File: config.mk
export PLATFORM = sky130hd
export DESIGN_NAME = fp_addsub_top
export DESIGN_NICKNAME = d
export VERILOG_FILES = /design/src/rtl/fp_pkg.sv /design/src/rtl/fp_operand_sort.sv /design/src/rtl/fp_step_counter.sv /design/src/rtl/fp_mantissa_datapath.sv /design/src/rtl/fp_addsub_ctrl.sv /design/src/rtl/fp_addsub_top.sv
export SDC_FILE = /design/constraint.sdc
export NUM_CORES = 1
export LEC_CHECK = 0
export BUFFER_PORTS_ARGS = -buffer_cell sky130_fd_sc_hd__buf_2
export CORE_ASPECT_RATIO = 1.2
export CORE_MARGIN = 2
export CORE_UTILIZATION = 55
export CTS_CLUSTER_DIAMETER = 150
export CTS_CLUSTER_SIZE = 14
export DETAILED_ROUTE_END_ITERATION = 12
export MAX_ROUTING_LAYER = met4
export PLACE_DENSITY = 0.78
export SETUP_SLACK_MARGIN = 0.4
export SYNTH_ARGS = -nofsm -noshare
export SYNTH_HDL_FRONTEND = slang
export SYNTH_HIERARCHICAL = 1
export SYNTH_SLANG_ARGS = --single-unit
File: constraint.sdc
create_clock -name clk -period 4.1 [get_ports clk]
set_input_delay 0.615 -clock clk [delete_from_list [all_inputs] [get_ports clk]]
set_output_delay 0.615 -clock clk [all_outputs]
set_load 0.02 [all_outputs]
File: src/rtl/fp_pkg.sv
package fp_pkg;

    localparam int FLOAT_W = 32;
    localparam int EXP_W   = 8;
    localparam int MAN_W   = 23;
    localparam int SIG_W   = 24;                // Hidden one included.
    localparam int EXP_MAX = 255;               // Exponent field of infinity.

    localparam logic [1:0] OP_ADD = 2'd0;
    localparam logic [1:0] OP_SUB = 2'd1;

    typedef enum logic [2:0] {
        S_IDLE,
        S_ALIGN,
        S_COMPUTE,
        S_NORM,
        S_PACK
    } ctrl_state_t;

endpackage

File: src/rtl/fp_operand_sort.sv
`timescale 1ns/1ps

module fp_operand_sort (
    input  logic                        clk,
    input  logic                        arst_n,
    input  logic                        load_op,
    input  logic [fp_pkg::FLOAT_W-1:0]  float1,
    input  logic [fp_pkg::FLOAT_W-1:0]  float2,
    input  logic [1:0]                  operand,
    output logic [fp_pkg::SIG_W-1:0]    big_sig,
    output logic [fp_pkg::SIG_W-1:0]    small_sig,
    output logic [fp_pkg::EXP_W-1:0]    big_exp,
    output logic [4:0]                  align_shift,
    output logic                        res_sign,
    output logic                        eff_sub,
    output logic                        op_valid
);
    import fp_pkg::*;

    logic                a_big;
    logic                b_sign;
    logic [FLOAT_W-1:0]  big_word;
    logic [FLOAT_W-1:0]  small_word;
    logic [EXP_W-1:0]    exp_diff;

    function automatic logic [SIG_W-1:0] sig_of(input logic [FLOAT_W-1:0] w);
        if (w[MAN_W +: EXP_W] == '0) begin
            return '0;                          // Zero exponent reads as value zero.
        end
        return {1'b1, w[MAN_W-1:0]};
    endfunction

    always_comb begin
        // Exponent sits above fraction, so one compare orders the magnitudes.
        a_big      = float1[FLOAT_W-2:0] >= float2[FLOAT_W-2:0];
        b_sign     = float2[FLOAT_W-1] ^ (operand == OP_SUB);
        big_word   = a_big ? float1 : float2;
        small_word = a_big ? float2 : float1;
        exp_diff   = big_word[MAN_W +: EXP_W] - small_word[MAN_W +: EXP_W];
    end

    always_ff @(posedge clk or negedge arst_n) begin
        if (!arst_n) begin
            align_shift <= '0;
            res_sign    <= 1'b0;
            eff_sub     <= 1'b0;
            op_valid    <= 1'b0;
        end else if (load_op) begin
            align_shift <= (exp_diff >= EXP_W'(SIG_W)) ? 5'(SIG_W) : exp_diff[4:0];
            res_sign    <= a_big ? float1[FLOAT_W-1] : b_sign;
            eff_sub     <= float1[FLOAT_W-1] ^ b_sign;
            op_valid    <= (operand == OP_ADD) || (operand == OP_SUB);
        end
    end

    always_ff @(posedge clk) begin
        if (load_op) begin
            big_sig   <= sig_of(big_word);
            small_sig <= sig_of(small_word);
            big_exp   <= big_word[MAN_W +: EXP_W];
        end
    end

endmodule

File: src/rtl/fp_step_counter.sv
`timescale 1ns/1ps

module fp_step_counter (
    input  logic        clk,
    input  logic        arst_n,
    input  logic        cnt_load,
    input  logic        cnt_en,
    input  logic [4:0]  load_value,
    output logic        cnt_zero
);

    logic [4:0] count;
    logic [4:0] count_next;

    always_comb begin
        if (cnt_load) begin
            count_next = load_value;
        end else if (cnt_en) begin
            count_next = count - 5'd1;
        end else begin
            count_next = count;
        end
    end

    // Flags the count as it stands after this cycle, so the controller
    // leaves a phase on its last step.
    assign cnt_zero = (count_next == 5'd0);

    always_ff @(posedge clk or negedge arst_n) begin
        if (!arst_n) begin
            count <= '0;
        end else begin
            count <= count_next;
        end
    end

    // The controller must never step past the end of a phase.
    a_no_underflow : assert property (
        @(posedge clk) disable iff (!arst_n)
        cnt_en && !cnt_load |-> count != 5'd0
    );

endmodule

File: src/rtl/fp_mantissa_datapath.sv
`timescale 1ns/1ps

module fp_mantissa_datapath (
    input  logic                        clk,
    input  logic                        arst_n,
    input  logic                        dp_load,
    input  logic                        align_step,
    input  logic                        compute,
    input  logic                        norm_step,
    input  logic                        pack,
    input  logic                        op_valid,
    input  logic                        res_sign,
    input  logic                        eff_sub,
    input  logic [fp_pkg::SIG_W-1:0]    big_sig,
    input  logic [fp_pkg::SIG_W-1:0]    small_sig,
    input  logic [fp_pkg::EXP_W-1:0]    big_exp,
    output logic                        norm_done,
    output logic                        result_zero,
    output logic [fp_pkg::FLOAT_W-1:0]  float_ans,
    output logic                        overflow
);
    import fp_pkg::*;

    logic [SIG_W-1:0]         small_q;
    logic [SIG_W:0]           sum_q;
    logic [SIG_W:0]           sum_raw;
    logic signed [EXP_W+1:0]  exp_q;            // Two spare bits catch under- and overflow.

    always_comb begin
        if (eff_sub) begin
            sum_raw = {1'b0, big_sig} - {1'b0, small_q};
        end else begin
            sum_raw = {1'b0, big_sig} + {1'b0, small_q};
        end
    end

    assign result_zero = (sum_q == '0);
    assign norm_done   = sum_q[SIG_W-1] || result_zero;

    always_ff @(posedge clk) begin
        if (dp_load) begin
            small_q <= small_sig;
            exp_q   <= signed'({2'b00, big_exp});
        end else if (align_step) begin
            small_q <= small_q >> 1;            // Shifted-out bits are dropped.
        end else if (compute) begin
            if (sum_raw[SIG_W]) begin
                sum_q <= sum_raw >> 1;
                exp_q <= exp_q + 2'sd1;
            end else begin
                sum_q <= sum_raw;
            end
        end else if (norm_step) begin
            sum_q <= {sum_q[SIG_W-1:0], 1'b0};
            exp_q <= exp_q - 2'sd1;
        end
    end

    always_ff @(posedge clk or negedge arst_n) begin
        if (!arst_n) begin
            float_ans <= '0;
            overflow  <= 1'b0;
        end else if (pack) begin
            if (!op_valid || result_zero || exp_q <= 0) begin
                float_ans <= '0;                // Flush to +0.
                overflow  <= 1'b0;
            end else if (int'(exp_q) >= EXP_MAX) begin
                float_ans <= {res_sign, EXP_W'(EXP_MAX), {MAN_W{1'b0}}};
                overflow  <= 1'b1;
            end else begin
                float_ans <= {res_sign, exp_q[EXP_W-1:0], sum_q[MAN_W-1:0]};
                overflow  <= 1'b0;
            end
        end
    end

    a_one_shift_dir : assert property (
        @(posedge clk) disable iff (!arst_n)
        !(align_step && norm_step)
    );

    // Normalization must have finished before the word is packed.
    a_packed_normal : assert property (
        @(posedge clk) disable iff (!arst_n)
        pack && !result_zero |-> sum_q[SIG_W-1] && !sum_q[SIG_W]
    );

endmodule

File: src/rtl/fp_addsub_ctrl.sv
`timescale 1ns/1ps

module fp_addsub_ctrl (
    input  logic  clk,
    input  logic  arst_n,
    input  logic  start,
    input  logic  cnt_zero,
    input  logic  norm_done,
    output logic  load_op,
    output logic  dp_load,
    output logic  cnt_load,
    output logic  cnt_en,
    output logic  align_step,
    output logic  compute,
    output logic  norm_step,
    output logic  pack,
    output logic  busy,
    output logic  done
);
    import fp_pkg::*;

    ctrl_state_t state;
    ctrl_state_t state_next;
    logic        load_pend;                     // Operands registered, datapath not yet loaded.

    assign busy    = (state != S_IDLE) || load_pend;
    assign load_op = start && !busy;
    assign dp_load = load_pend;

    always_comb begin
        state_next = state;
        cnt_load   = 1'b0;
        cnt_en     = 1'b0;
        align_step = 1'b0;
        compute    = 1'b0;
        norm_step  = 1'b0;
        pack       = 1'b0;
        case (state)
            S_IDLE: begin
                if (load_pend) begin
                    cnt_load   = 1'b1;
                    state_next = cnt_zero ? S_COMPUTE : S_ALIGN;
                end
            end
            S_ALIGN: begin
                align_step = 1'b1;
                cnt_en     = 1'b1;
                if (cnt_zero) begin
                    state_next = S_COMPUTE;
                end
            end
            S_COMPUTE: begin
                compute    = 1'b1;
                cnt_load   = 1'b1;              // Arms the normalization limit.
                state_next = S_NORM;
            end
            S_NORM: begin
                if (norm_done) begin
                    state_next = S_PACK;
                end else begin
                    norm_step = 1'b1;
                    cnt_en    = 1'b1;
                    if (cnt_zero) begin
                        state_next = S_PACK;
                    end
                end
            end
            S_PACK: begin
                pack       = 1'b1;
                state_next = S_IDLE;
            end
            default: state_next = S_IDLE;
        endcase
    end

    always_ff @(posedge clk or negedge arst_n) begin
        if (!arst_n) begin
            state     <= S_IDLE;
            load_pend <= 1'b0;
            done      <= 1'b0;
        end else begin
            state     <= state_next;
            load_pend <= load_op;
            done      <= pack;
        end
    end

    a_done_pulse : assert property (
        @(posedge clk) disable iff (!arst_n)
        done |=> !done
    );

endmodule

File: src/rtl/fp_addsub_top.sv
`timescale 1ns/1ps

module fp_addsub_top (
    input  logic                        clk,
    input  logic                        arst_n,
    input  logic                        start,
    input  logic [fp_pkg::FLOAT_W-1:0]  float1,
    input  logic [fp_pkg::FLOAT_W-1:0]  float2,
    input  logic [1:0]                  operand,
    output logic [fp_pkg::FLOAT_W-1:0]  float_ans,
    output logic                        overflow,
    output logic                        busy,
    output logic                        done
);
    import fp_pkg::*;

    logic               load_op;
    logic               dp_load;
    logic               cnt_load;
    logic               cnt_en;
    logic               cnt_zero;
    logic               align_step;
    logic               compute;
    logic               norm_step;
    logic               pack;
    logic               norm_done;
    logic [SIG_W-1:0]   big_sig;
    logic [SIG_W-1:0]   small_sig;
    logic [EXP_W-1:0]   big_exp;
    logic [4:0]         align_shift;
    logic [4:0]         cnt_value;
    logic               res_sign;
    logic               eff_sub;
    logic               op_valid;

    // Load phase takes the shift distance, otherwise the normalization limit.
    assign cnt_value = dp_load ? align_shift : 5'(SIG_W);

    fp_operand_sort fp_operand_sort_i (
        .clk         (clk),
        .arst_n      (arst_n),
        .load_op     (load_op),
        .float1      (float1),
        .float2      (float2),
        .operand     (operand),
        .big_sig     (big_sig),
        .small_sig   (small_sig),
        .big_exp     (big_exp),
        .align_shift (align_shift),
        .res_sign    (res_sign),
        .eff_sub     (eff_sub),
        .op_valid    (op_valid)
    );

    fp_step_counter fp_step_counter_i (
        .clk        (clk),
        .arst_n     (arst_n),
        .cnt_load   (cnt_load),
        .cnt_en     (cnt_en),
        .load_value (cnt_value),
        .cnt_zero   (cnt_zero)
    );

    fp_mantissa_datapath fp_mantissa_datapath_i (
        .clk         (clk),
        .arst_n      (arst_n),
        .dp_load     (dp_load),
        .align_step  (align_step),
        .compute     (compute),
        .norm_step   (norm_step),
        .pack        (pack),
        .op_valid    (op_valid),
        .res_sign    (res_sign),
        .eff_sub     (eff_sub),
        .big_sig     (big_sig),
        .small_sig   (small_sig),
        .big_exp     (big_exp),
        .norm_done   (norm_done),
        .result_zero (),
        .float_ans   (float_ans),
        .overflow    (overflow)
    );

    fp_addsub_ctrl fp_addsub_ctrl_i (
        .clk        (clk),
        .arst_n     (arst_n),
        .start      (start),
        .cnt_zero   (cnt_zero),
        .norm_done  (norm_done),
        .load_op    (load_op),
        .dp_load    (dp_load),
        .cnt_load   (cnt_load),
        .cnt_en     (cnt_en),
        .align_step (align_step),
        .compute    (compute),
        .norm_step  (norm_step),
        .pack       (pack),
        .busy       (busy),
        .done       (done)
    );

endmodule

==> flow_summary_export.csv, run 1 <==
group,metric,value,unit
yosys,synth_area,0.01095,mm2
floorplan,dieWidth,132.8,um
yosys,synthArstFlopShare,30.72,%
timing,hold_slack,367.7,ps
timing,maxSlewHeadroom,26.65,%
global_route,antenna_found_initial,0,
yosys,synth_nets,1257,
setup_path,crit_fanout,5,
clock_tree,clock-root-buffer,"clkbuf_16",
cells_and_area,area_growth_syn_to_layout,20.39,%
yosys,yosys_warnings,6,
global_route,grt-ovfl-total,0,
clock_tree,h-tree-depth,4,
yosys,ys_types,91,
cells_and_area,antennaDiodeCount,0,
routing,wl_per_cell,16.07,um
pwr,peakVddDrop,0.5591,mV
clock_tree,clk_pin_slew_worst_paths,70,ps
clock_tree,numCtsBuffers,17,
setup_path,end_kind,"flip-flop",
yosys,synth_edf_count,113,
global_route,grt_usage,23.76,%
outcome,failed_checks,"setup timing",
timing,setup_tns,-4.153,ps
routing,routed_via_density,5.583,
yosys,ys_seq_elements,166,
clock_tree,cts_tree,"built",
pwr,p_per_area,972.5,mW/mm2
floorplan,core.rowCount,56,
placed_design,dp.cells,1482,
floorplan,core-area,0.01955,mm2
timing,maxSlewViolCount,0,
placed_design,io_buffer_count,103,
timing,rsz0062_at_grt,"yes",
routing,ant_nets,0,
routing,drc,0,
placed_design,dpl-instance-area,0.01193,mm2
routing,routed_wl,24860,um
setup_path,worst_ep_required_time,4290,ps
timing,finalHoldViolations,0,
setup_path,arrival,4290,ps
timing,timing.final.crit_share,100.1,%
routing,dr.pass1.iters,5,
cells_and_area,layout-drive-gt1-share,27.60,%
yosys,synthFlopType,"edfxtp_1",
yosys,syn-instance-count,1121,
clock_tree,cts_sinks,166,
timing,worstMarginPinSlew,1100,ps
floorplan,start_util,56.04,%
global_route,grt_pass1_vias,8157,
worst_hold_path,hold_class,"input pin to flip-flop",
cells_and_area,layout_common_cells,"146 x nor2_1, 113 x edfxtp_1, 103 x buf_2, 92 x inv_1, 72 x nand2_1",
floorplan,die_y,158.6,um
setup_path,critPathLaunchType,"flip-flop",
clock_tree,clkLatencyLatePin,440,ps
floorplan,io_pins,104,
yosys,syn-mean-instance-area,9.772,um2
setup_path,crit_type,"flip-flop to flip-flop",
timing,setup_ws,-4.153,ps
pwr,leakage,5.593,nW
cells_and_area,final-instance-count-excl-fill,1547,
cells_and_area,n_fill_cell,1432,
global_route,grt_pass1_wl,39100,um
placed_design,dp.final_hpwl,17360,um
timing,period_needed,4104,ps
timing,max_freq,243.7,MHz
clock_tree,cts_buffer_depth,2,
floorplan,fp.dieArea,0.02107,mm2
timing,setup_viol,1,
cells_and_area,final_common_cell,"nor2_1",
global_route,grt_start_max_net_pins,70,
yosys,ys_seq_area_share,42.99,%
timing,finClkSkew,10.45,ps
routing,vias,8637,
cells_and_area,final_nets,1409,
placed_design,globalplace.congestion,0.8747,
flow_run,cap_violations,0,
routing,drt_iter0_drc,678,
cells_and_area,final_cell_area,0.01319,mm2
outcome,outcome,"finished with violations",
placed_design,pre_cts_ws,14.24,ps
clock_tree,cts.hold.buffers_added,0,
-- final cells by class --
class / instances / area (um2) / share of cell area, %
repair buffers: 182 / 1182 / 8.966
well taps: 261 / 326.6 / 2.476
multi-input cells: 813 / 6048 / 45.86
flip-flops and latches: 166 / 4710 / 35.71
inverters: 93 / 349.1 / 2.647
clock inverters: 15 / 146.4 / 1.110
clock buffers: 17 / 425.4 / 3.226
-- power by group --
group	internal (mW)	switching (mW)	total, mW
sequential	2.56	0.446	3.00
combinational	3.69	4.60	8.29
clock	0.849	0.687	1.54
-- stage by stage --
stage | utilization (%) | total power, mW
final | 67.46 | 12.82
after global routing | 67.46 | 13.64
after CTS | 65.44 | 11.75
after detailed placement | 61.01 | 9.472
after global placement | 61.01 | 9.322
after floorplan | - | 7.881
-- critical path: stages, from the launching register on --
cell,delay (ps)
edfxtp_1,430
nor3_2,280
nand2_2,130
buf_6,140
nor4_4,170
nand3b_1,230
o21bai_2,220
xor2_1,170
ha_1,290
and2_2,240
o2111ai_1,130
o21ai_2,110
o21ai_2,180
nand2_2,100
o21ai_4,150
buf_6,160
xor2_4,300
nor2_1,100
a221o_2,320
-- cell families (layout without fill, tap and decap cells) --
group	count (synthesis)	count (layout)	share of synthesized area, %
xor gates and xnor gates	66	68	5.517
buffers and inverters	144	307	6.054
adders and majority gates	67	67	7.790
and+or+nand+nor	358	358	15.73
AOI/OAI and AO/OA	247	247	14.76
DFF	166	166	42.99
muxes	73	73	7.162
-- per-layer routing --
layer  wire, um  up-vias  global-route usage, %
li1           -     4309                      -
met1      11320     4046                  30.54
met2      12000      236                  39.43
met3        890       46                  2.547
met4        641        0                  8.551
met5          0        -                      -
-- synth_stat cells, types with 4 or more instances --
| master | n | share of area, % |
|---|---|---|
| a21o_2 | 8 | 0.64 |
| buf_6 | 9 | 0.93 |
| a21oi_1 | 73 | 3.3 |
| nor2b_1 | 14 | 0.80 |
| mux2i_1 | 36 | 3.3 |
| mux2_2 | 35 | 3.6 |
| nand3_1 | 18 | 0.82 |
| nand3b_1 | 5 | 0.34 |
| clkbuf_1 | 26 | 0.89 |
| o22ai_1 | 9 | 0.51 |
| dfrtp_1 | 51 | 12 |
| xor2_1 | 19 | 1.5 |
| o21ai_1 | 4 | 0.18 |
| o32ai_1 | 4 | 0.32 |
| edfxtp_1 | 113 | 31 |
| o22a_1 | 4 | 0.32 |
| o221ai_1 | 5 | 0.40 |
| buf_2 | 7 | 0.32 |
| nand2b_1 | 9 | 0.51 |
| and2_1 | 7 | 0.40 |
| nand4_1 | 14 | 0.80 |
| nor2_1 | 150 | 5.1 |
| nor4_1 | 15 | 0.86 |
| o211ai_1 | 5 | 0.34 |
| o21bai_1 | 4 | 0.27 |
| ha_1 | 65 | 7.4 |
| inv_1 | 92 | 3.2 |
| o21a_1 | 5 | 0.34 |
| or2_2 | 4 | 0.23 |
| a21o_1 | 13 | 0.89 |
| o21ai_0 | 53 | 2.4 |
| buf_4 | 4 | 0.27 |
| nand2_1 | 82 | 2.8 |
| a221oi_1 | 4 | 0.32 |
| xnor2_1 | 45 | 3.6 |
| nor3_1 | 12 | 0.55 |
| a211oi_1 | 8 | 0.55 |
| a31oi_1 | 13 | 0.74 |
-- sequential cells by signal, summed over array words and instances (netlist names) --
name                              flops
fp_mantissa_datapath_i/small_q       24
fp_operand_sort_i/op_valid            1
fp_step_counter_i/count               5
fp_mantissa_datapath_i/overflow       1
fp_mantissa_datapath_i/float_ans     32
fp_operand_sort_i/big_sig            24
fp_mantissa_datapath_i/exp_q         10
fp_operand_sort_i/small_sig          24
fp_mantissa_datapath_i/sum_q         25
fp_operand_sort_i/eff_sub             1
fp_operand_sort_i/align_shift         5
fp_addsub_ctrl_i/dp_load              1
fp_addsub_ctrl_i/state                3
fp_operand_sort_i/big_exp             8
fp_operand_sort_i/res_sign            1
fp_addsub_ctrl_i/done                 1
-- worst paths after layout --
path                                                   endpoint                         startpoint  slack [ps]  cells after the start
max                            fp_mantissa_datapath_i/sum_q[10]  fp_mantissa_datapath_i/small_q[2]          -4                     18
min                                  fp_operand_sort_i/op_valid                         operand[1]         370                      2
max reg2reg                    fp_mantissa_datapath_i/sum_q[10]  fp_mantissa_datapath_i/small_q[2]          -4                     18
min reg2reg                    fp_operand_sort_i/align_shift[3]   fp_operand_sort_i/align_shift[3]         510                      1
max in group asynchronous  fp_mantissa_datapath_i/float_ans[19]                             arst_n        3030                      1
min in group asynchronous  fp_mantissa_datapath_i/float_ans[25]                             arst_n         390                      1
-- repair_timing --
action / 4_1_cts / 5_1_grt
resized for setup: 21 / 68
setup buffers: 20 / 11
endpoints found under the setup margin: 34 / 34
pin swaps: 19 / 47
cloned: 2 / 0
Note: power is estimated with default switching activity, not from simulation.
==> inputs of run 2 (changes only) <==
--- a/config.mk
+++ b/config.mk
@@ -7,9 +7,8 @@
 export LEC_CHECK = 0
 export BUFFER_PORTS_ARGS = -buffer_cell sky130_fd_sc_hd__buf_2
 export CORE_ASPECT_RATIO = 1.2
-export CORE_MARGIN = 2
 export CORE_UTILIZATION = 55
-export CTS_CLUSTER_DIAMETER = 150
+export CTS_CLUSTER_DIAMETER = 30
 export CTS_CLUSTER_SIZE = 14
 export DETAILED_ROUTE_END_ITERATION = 12
 export MAX_ROUTING_LAYER = met4
==> flow_summary_export.csv, run 2 (synthesis gave the netlist of run 1 again) <==
group,metric,value,unit
cells_and_area,n_fill_cell,1482,
routing,ant_nets,0,
placed_design,io_buffer_count,103,
cells_and_area,final_common_cell,"nor2_1",
placed_design,globalplace.congestion,0.9042,
timing,setup_ws,106.5,ps
routing,dr.pass1.iters,5,
floorplan,core.rowCount,56,
cells_and_area,area_growth_syn_to_layout,18.80,%
cells_and_area,final_cell_area,0.01301,mm2
cells_and_area,final_nets,1403,
routing,wl_per_cell,15.61,um
timing,timing.final.crit_share,97.40,%
timing,worstMarginPinSlew,1087,ps
routing,drc,0,
floorplan,fp.dieArea,0.02049,mm2
global_route,grt_usage,24.61,%
clock_tree,cts_sinks,166,
pwr,p_per_area,964.1,mW/mm2
timing,rsz0062_at_grt,"yes",
cells_and_area,final-instance-count-excl-fill,1542,
timing,maxSlewHeadroom,27.53,%
global_route,grt_start_max_net_pins,72,
outcome,outcome,"finished, final reports clean",
clock_tree,clock-root-buffer,"clkbuf_16",
routing,routed_wl,24080,um
placed_design,dp.final_hpwl,17470,um
timing,setup_viol,0,
setup_path,critPathLaunchType,"flip-flop",
timing,maxSlewViolCount,0,
setup_path,worst_ep_required_time,4280,ps
clock_tree,clkLatencyLatePin,440,ps
flow_run,cap_violations,0,
floorplan,dieWidth,130.8,um
cells_and_area,largest_register,"fp_mantissa_datapath_i/float_ans",
cells_and_area,largest_reg_flops,32,
floorplan,die_y,156.6,um
setup_path,crit_fanout,8,
routing,routed_via_density,5.595,
clock_tree,cts_tree,"built",
floorplan,io_pins,104,
cells_and_area,largestRegisters,"fp_mantissa_datapath_i/float_ans: 32 flops, fp_mantissa_datapath_i/sum_q: 25 flops",
global_route,grt-ovfl-total,0,
cells_and_area,layout-drive-gt1-share,26.25,%
clock_tree,clk_pin_slew_worst_paths,70,ps
placed_design,dpl-instance-area,0.01193,mm2
cells_and_area,layout_common_cells,"144 x nor2_1, 113 x edfxtp_1, 103 x buf_2, 92 x inv_1, 73 x nand2_1",
setup_path,end_kind,"flip-flop",
clock_tree,numCtsBuffers,17,
cells_and_area,fin_util,66.57,%
routing,vias,8628,
pwr,peakVddDrop,0.5364,mV
timing,setup_tns,0,ps
worst_hold_path,hold_class,"input pin to flip-flop",
placed_design,pre_cts_ws,-7.770,ps
clock_tree,cts_buffer_depth,2,
setup_path,arrival,4170,ps
global_route,grt_pass1_vias,7933,
routing,drt_iter0_drc,735,
global_route,antenna_found_initial,1,
timing,hold_slack,381.7,ps
timing,finalHoldViolations,0,
pwr,leakage,5.560,nW
timing,period_needed,3993,ps
clock_tree,h-tree-depth,4,
floorplan,core-area,0.01955,mm2
setup_path,crit_type,"flip-flop to flip-flop",
floorplan,start_util,56.04,%
global_route,grt_pass1_wl,38150,um
timing,max_freq,250.4,MHz
timing,finClkSkew,13.52,ps
placed_design,dp.cells,1482,
pwr,power,12.55,mW
-- run 2: worst paths after layout --
path,startpoint,end,slack [ps],cells after the start
min in group asynchronous,arst_n,fp_mantissa_datapath_i/float_ans[24],400,1
max,fp_mantissa_datapath_i/small_q[2],fp_mantissa_datapath_i/sum_q[10],110,19
min,operand[1],fp_operand_sort_i/op_valid,380,2
min reg2reg,fp_operand_sort_i/align_shift[4],fp_operand_sort_i/align_shift[4],490,1
max in group asynchronous,arst_n,fp_mantissa_datapath_i/float_ans[18],3040,1
max reg2reg,fp_mantissa_datapath_i/small_q[2],fp_mantissa_datapath_i/sum_q[10],110,19
-- run 2: critical path, cell delays in order, from the launching register on --
cell and delay (ps):
edfxtp_1 450, nor3_4 260, nand2_2 140, nor3_4 160, nand2_2 90, nor3_4 220, and2_4 220, nor2_2 40
xnor2_1 120, ha_1 290, o21a_1 180, o211ai_1 260, nor2_2 90, o21ai_2 80, nand2_2 90, o21ai_4 170
buf_6 130, xor2_4 330, nor2_1 110, a221o_2 310
-- run 2: area by class of cell --
cell class	count	area [um2]	area share [%]
Multi-Input combinational cell	812	5916	45.46
Clock buffer	17	425.4	3.269
Inverter	93	349.1	2.682
Tap cell	261	326.6	2.509
Sequential cell	166	4710	36.19
Antenna cell	1	2.502	0.01923
Clock inverter	15	142.6	1.096
Timing Repair Buffer	177	1142	8.778
-- run 2: per-layer routing --
metal	global-route usage (%)	part of all wire [%]
met3	3.692	4.8
met5	-	0
met4	9.195	2.4
met2	38.73	48
met1	32.06	45
-- run 2: where the power goes --
group | leakage (nW) | switching [mW] | total [mW] | internal [mW]
clock | 0.281 | 0.694 | 1.54 | 0.850
combinational | 3.55 | 4.30 | 8.00 | 3.70
sequential | 1.73 | 0.442 | 3.00 | 2.56
total | 5.56 | 5.44 | 12.5 | 7.11
-- run 2: repair_timing --
action / 4_1_cts / 5_1_grt
pin swaps: 28 / 30
gates cloned: 1 / 0
hold buffers: 0 / 0
setup endpoints to repair: 34 / 34
setup buffers: 16 / 10
gates resized for setup: 22 / 47
==> inputs of run 3 (changes only) <==
--- a/config.mk
+++ b/config.mk
@@ -7,14 +7,13 @@
 export LEC_CHECK = 0
 export BUFFER_PORTS_ARGS = -buffer_cell sky130_fd_sc_hd__buf_2
 export CORE_ASPECT_RATIO = 1.2
-export CORE_UTILIZATION = 55
+export CORE_UTILIZATION = 54
 export CTS_CLUSTER_DIAMETER = 30
 export CTS_CLUSTER_SIZE = 14
 export DETAILED_ROUTE_END_ITERATION = 12
 export MAX_ROUTING_LAYER = met4
-export PLACE_DENSITY = 0.78
+export PLACE_DENSITY = 0.77
 export SETUP_SLACK_MARGIN = 0.4
 export SYNTH_ARGS = -nofsm -noshare
 export SYNTH_HDL_FRONTEND = slang
-export SYNTH_HIERARCHICAL = 1
 export SYNTH_SLANG_ARGS = --single-unit
==> flow_summary_export.csv, run 3 <==
group,metric,value,unit
outcome,outcome,"finished with violations",
outcome,failed_checks,"setup timing",
worst_hold_path,hold_class,"input pin to async pin",
cells_and_area,layout-drive-gt1-share,24.68,%
yosys,ys_seq_elements,166,
floorplan,dieWidth,129.0,um
setup_path,arrival,4310,ps
timing,rsz0062_at_grt,"yes",
clock_tree,h-tree-depth,4,
yosys,yosysMostFrequentCell,"nand2_1",
global_route,use_met2,39.69,%
routing,wl_per_cell,15.90,um
clock_tree,cts.hold.buffers_added,0,
clock_tree,cts_tree,"built",
setup_path,crit_path_frequent_cell,"buf_4",
yosys,synthXorXnorAreaFrac,5.115,%
routing,dr.pass1.iters,5,
timing,maxSlewViolCount,0,
timing,finalHoldViolations,0,
global_route,grt_start_max_net_pins,54,
pwr,cellInternalPower,6.639,mW
placed_design,dp.final_hpwl,17140,um
yosys,synth_nets,1214,
timing,timing.final.crit_share,101.1,%
global_route,grt_usage,24.51,%
global_route,use_met3,3.009,%
yosys,synth_edf_count,113,
cells_and_area,final_cell_area,0.01260,mm2
clock_tree,numCtsBuffers,17,
timing,worstMarginPinSlew,1171,ps
setup_path,path_delay_family,"compound AO/OA/AOI/OAI gates",
clock_tree,cts_buffer_depth,2,
routing,vias,8475,
timing,setup_ws,-45.42,ps
floorplan,core.rowCount,55,
global_route,grt_pass1_wl,37720,um
cells_and_area,area_growth_syn_to_layout,20.63,%
timing,maxSlewHeadroom,21.92,%
yosys,synth_top_family_by_area,"compound AO/OA/AOI/OAI gates",
cells_and_area,final_nets,1368,
yosys,synth-adder-area-share,8.170,%
routing,routed_wl,23860,um
clock_tree,cts_sinks,166,
routing,ant_nets,0,
yosys,synth_mux_area_share,4.324,%
yosys,synth_top_area_share,32.49,%
yosys,ys_types,77,
setup_path,end_kind,"flip-flop",
global_route,grtUsageMet1,31.65,%
timing,period_needed,4145,ps
yosys,synthArstFlopShare,30.72,%
cells_and_area,antennaDiodeCount,0,
floorplan,core-area,0.01892,mm2
cells_and_area,final_common_cell,"nand2_1",
yosys,yosys_warnings,0,
placed_design,dpl-instance-area,0.01150,mm2
global_route,grt.busiest_layer,"met2",
setup_path,worst-path-buf-inv,4,
cells_and_area,largestRegisters,"fp_mantissa_datapath_i.float_ans: 32 flops, fp_mantissa_datapath_i.sum_q: 25 flops",
floorplan,io_pins,104,
flow_run,cap_violations,0,
global_route,antenna_found_initial,0,
yosys,syn-instance-count,1078,
placed_design,globalplace.congestion,0.8612,
yosys,synth_compound_area_share,16.77,%
yosys,synthTopCellsByCount,"180 x nand2_1, 113 x edfxtp_1, 90 x a21oi_1",
yosys,synthTopCellsByArea,"edfxtp_1 32%, dfrtp_1 12%, ha_1 7.8%, nand2_1 6.5%, a21oi_1 4.3%",
setup_path,worst_ep_required_time,4260,ps
clock_tree,clk_pin_slew_worst_paths,60,ps
yosys,synth.largest_area_cell,"edfxtp_1",
setup_path,slowest_delay,570,ps
routing,drc,0,
yosys,ys_seq_area_share,45.09,%
cells_and_area,largest_reg_flops,32,
placed_design,io_buffer_count,103,
pwr,leakage,5.333,nW
floorplan,die_y,154.4,um
cells_and_area,multi_input_area,0.005634,mm2
timing,hold_slack,293.1,ps
pwr,power_switching,4.824,mW
clock_tree,clkLatencyLatePin,430,ps
cells_and_area,seqCellArea,0.004710,mm2
setup_path,critPathLaunchType,"flip-flop",
global_route,grt_pass1_vias,7971,
timing,setup_viol,2,
pwr,power_frac_comb,61.0,%
routing,routed_via_density,5.650,
yosys,syn-mean-instance-area,9.689,um2
pwr,peakVddDrop,0.5526,mV
placed_design,pre_cts_ws,27.22,ps
timing,max_freq,241.2,MHz
clock_tree,clock-root-buffer,"clkbuf_16",
floorplan,start_util,55.19,%
global_route,grt-ovfl-total,0,
yosys,synth_area,0.01045,mm2
routing,drt_iter0_drc,500,
yosys,synthFlopType,"edfxtp_1",
setup_path,crit_type,"flip-flop to flip-flop",
cells_and_area,largest_register,"fp_mantissa_datapath_i.float_ans",
floorplan,fp.dieArea,0.01991,mm2
setup_path,crit_fanout,7,
pwr,seqPwrFrac,25.7,%
pwr,p_sw_share,42.08,%
pwr,pwr-share-clk,13.3,%
pwr,p_per_area,909.8,mW/mm2
setup_path,path_cells,"or4_4, buf_4, buf_4, nor2_1, a21oi_1, xnor2_1, ha_1, a21oi_2, o21ai_2, o31ai_4, o311ai_4, a211oi_2, mux2i_2, buf_4, nand2_8, buf_12, mux2i_1, o21ai_1",
timing,finClkSkew,8.313,ps
cells_and_area,layout_common_cells,"173 x nand2_1, 113 x edfxtp_1, 103 x buf_2, 81 x a21oi_1, 67 x nor2_1",
cells_and_area,n_fill_cell,1413,
setup_path,cpMaxStageDelayCell,"or4_4",
yosys,synthSimpleGateAreaFrac,16.66,%
run 3: changes by cell type after synthesis, moves of 10 or more:
cell / previous run / this run
nand2_1: 82 / 180
nor2_1: 150 / 70
inv_1: 92 / 57
a22o_1: 1 / 23
mux2i_1: 36 / 17
a21oi_1: 73 / 90
o21ai_1: 4 / 20
a31oi_1: 13 / 3
mux2_2: 35 / 25
run 3: metrics by stage:
step / cells / TNS [ps] / util, % / total power, mW
floorplan: 1078 / 0 / - / 7.168
global placement: 1439 / 0 / 60.78 / 8.381
detailed placement: 1439 / 0 / 60.78 / 8.548
CTS: 1482 / 0 / 64.66 / 10.40
global route: 1500 / -3913 / 66.58 / 12.21
finish: 1500 / -59.06 / 66.58 / 11.46
run 3: final timing paths:
path,startpoint,end,slack (ps),cells past startpoint
worst min-delay path,arst_n,fp_operand_sort_i.op_valid,290,2
worst min register to register,fp_mantissa_datapath_i.float_ans[28],fp_mantissa_datapath_i.float_ans[28],470,2
worst max register to register,fp_mantissa_datapath_i.small_q[5],fp_mantissa_datapath_i.sum_q[2],-50,18
worst max-delay path,fp_mantissa_datapath_i.small_q[5],fp_mantissa_datapath_i.sum_q[2],-50,18
min in group clk,operand[1],fp_operand_sort_i.op_valid,380,2
max in group asynchronous,arst_n,fp_operand_sort_i.align_shift[2],3370,2
run 3: metal layers:
layer	wire length, um	vias to the layer above
li1	-	4218
met1	10720	3969
met2	11780	250
met3	828	38
met4	529	0
met5	0	-
run 3: area by class of cell:
type                    instances  share of cell area [%]
clock buffers                  19                   3.436
clock inverters                12                   1.043
inverters                      60                   1.847
multi-input cells             811                   44.72
flip-flops and latches        166                   37.38
well taps                     256                   2.542
repair buffers                176                   9.037
run 3: repair_timing:
item	in CTS	in global routing
pin swaps	11	14
buffers inserted	12	15
endpoints found under the setup margin	34	34
gates cloned	0	3
gates resized for setup	19	38
run 3: kinds of logic after synthesis:
family                   Yosys count
AO/OA/AOI/OAI                    268
buffers and inverters            101
AND/OR/NAND/NOR                  373
XOR/XNOR                          61
multiplexers                      42
adder cells (fa/ha/maj)           67
flip-flops                       166
run 3: power groups by stage:
stage / combinational [mW] / clock (mW) / sequential [mW]
2_1_floorplan: 4.17 / 0 / 3.00
3_3_place_gp: 5.44 / 0 / 2.94
3_5_place_dp: 5.59 / 0 / 2.96
4_1_cts: 5.92 / 1.54 / 2.94
5_1_grt: 7.58 / 1.61 / 3.01
6_report: 6.99 / 1.52 / 2.95
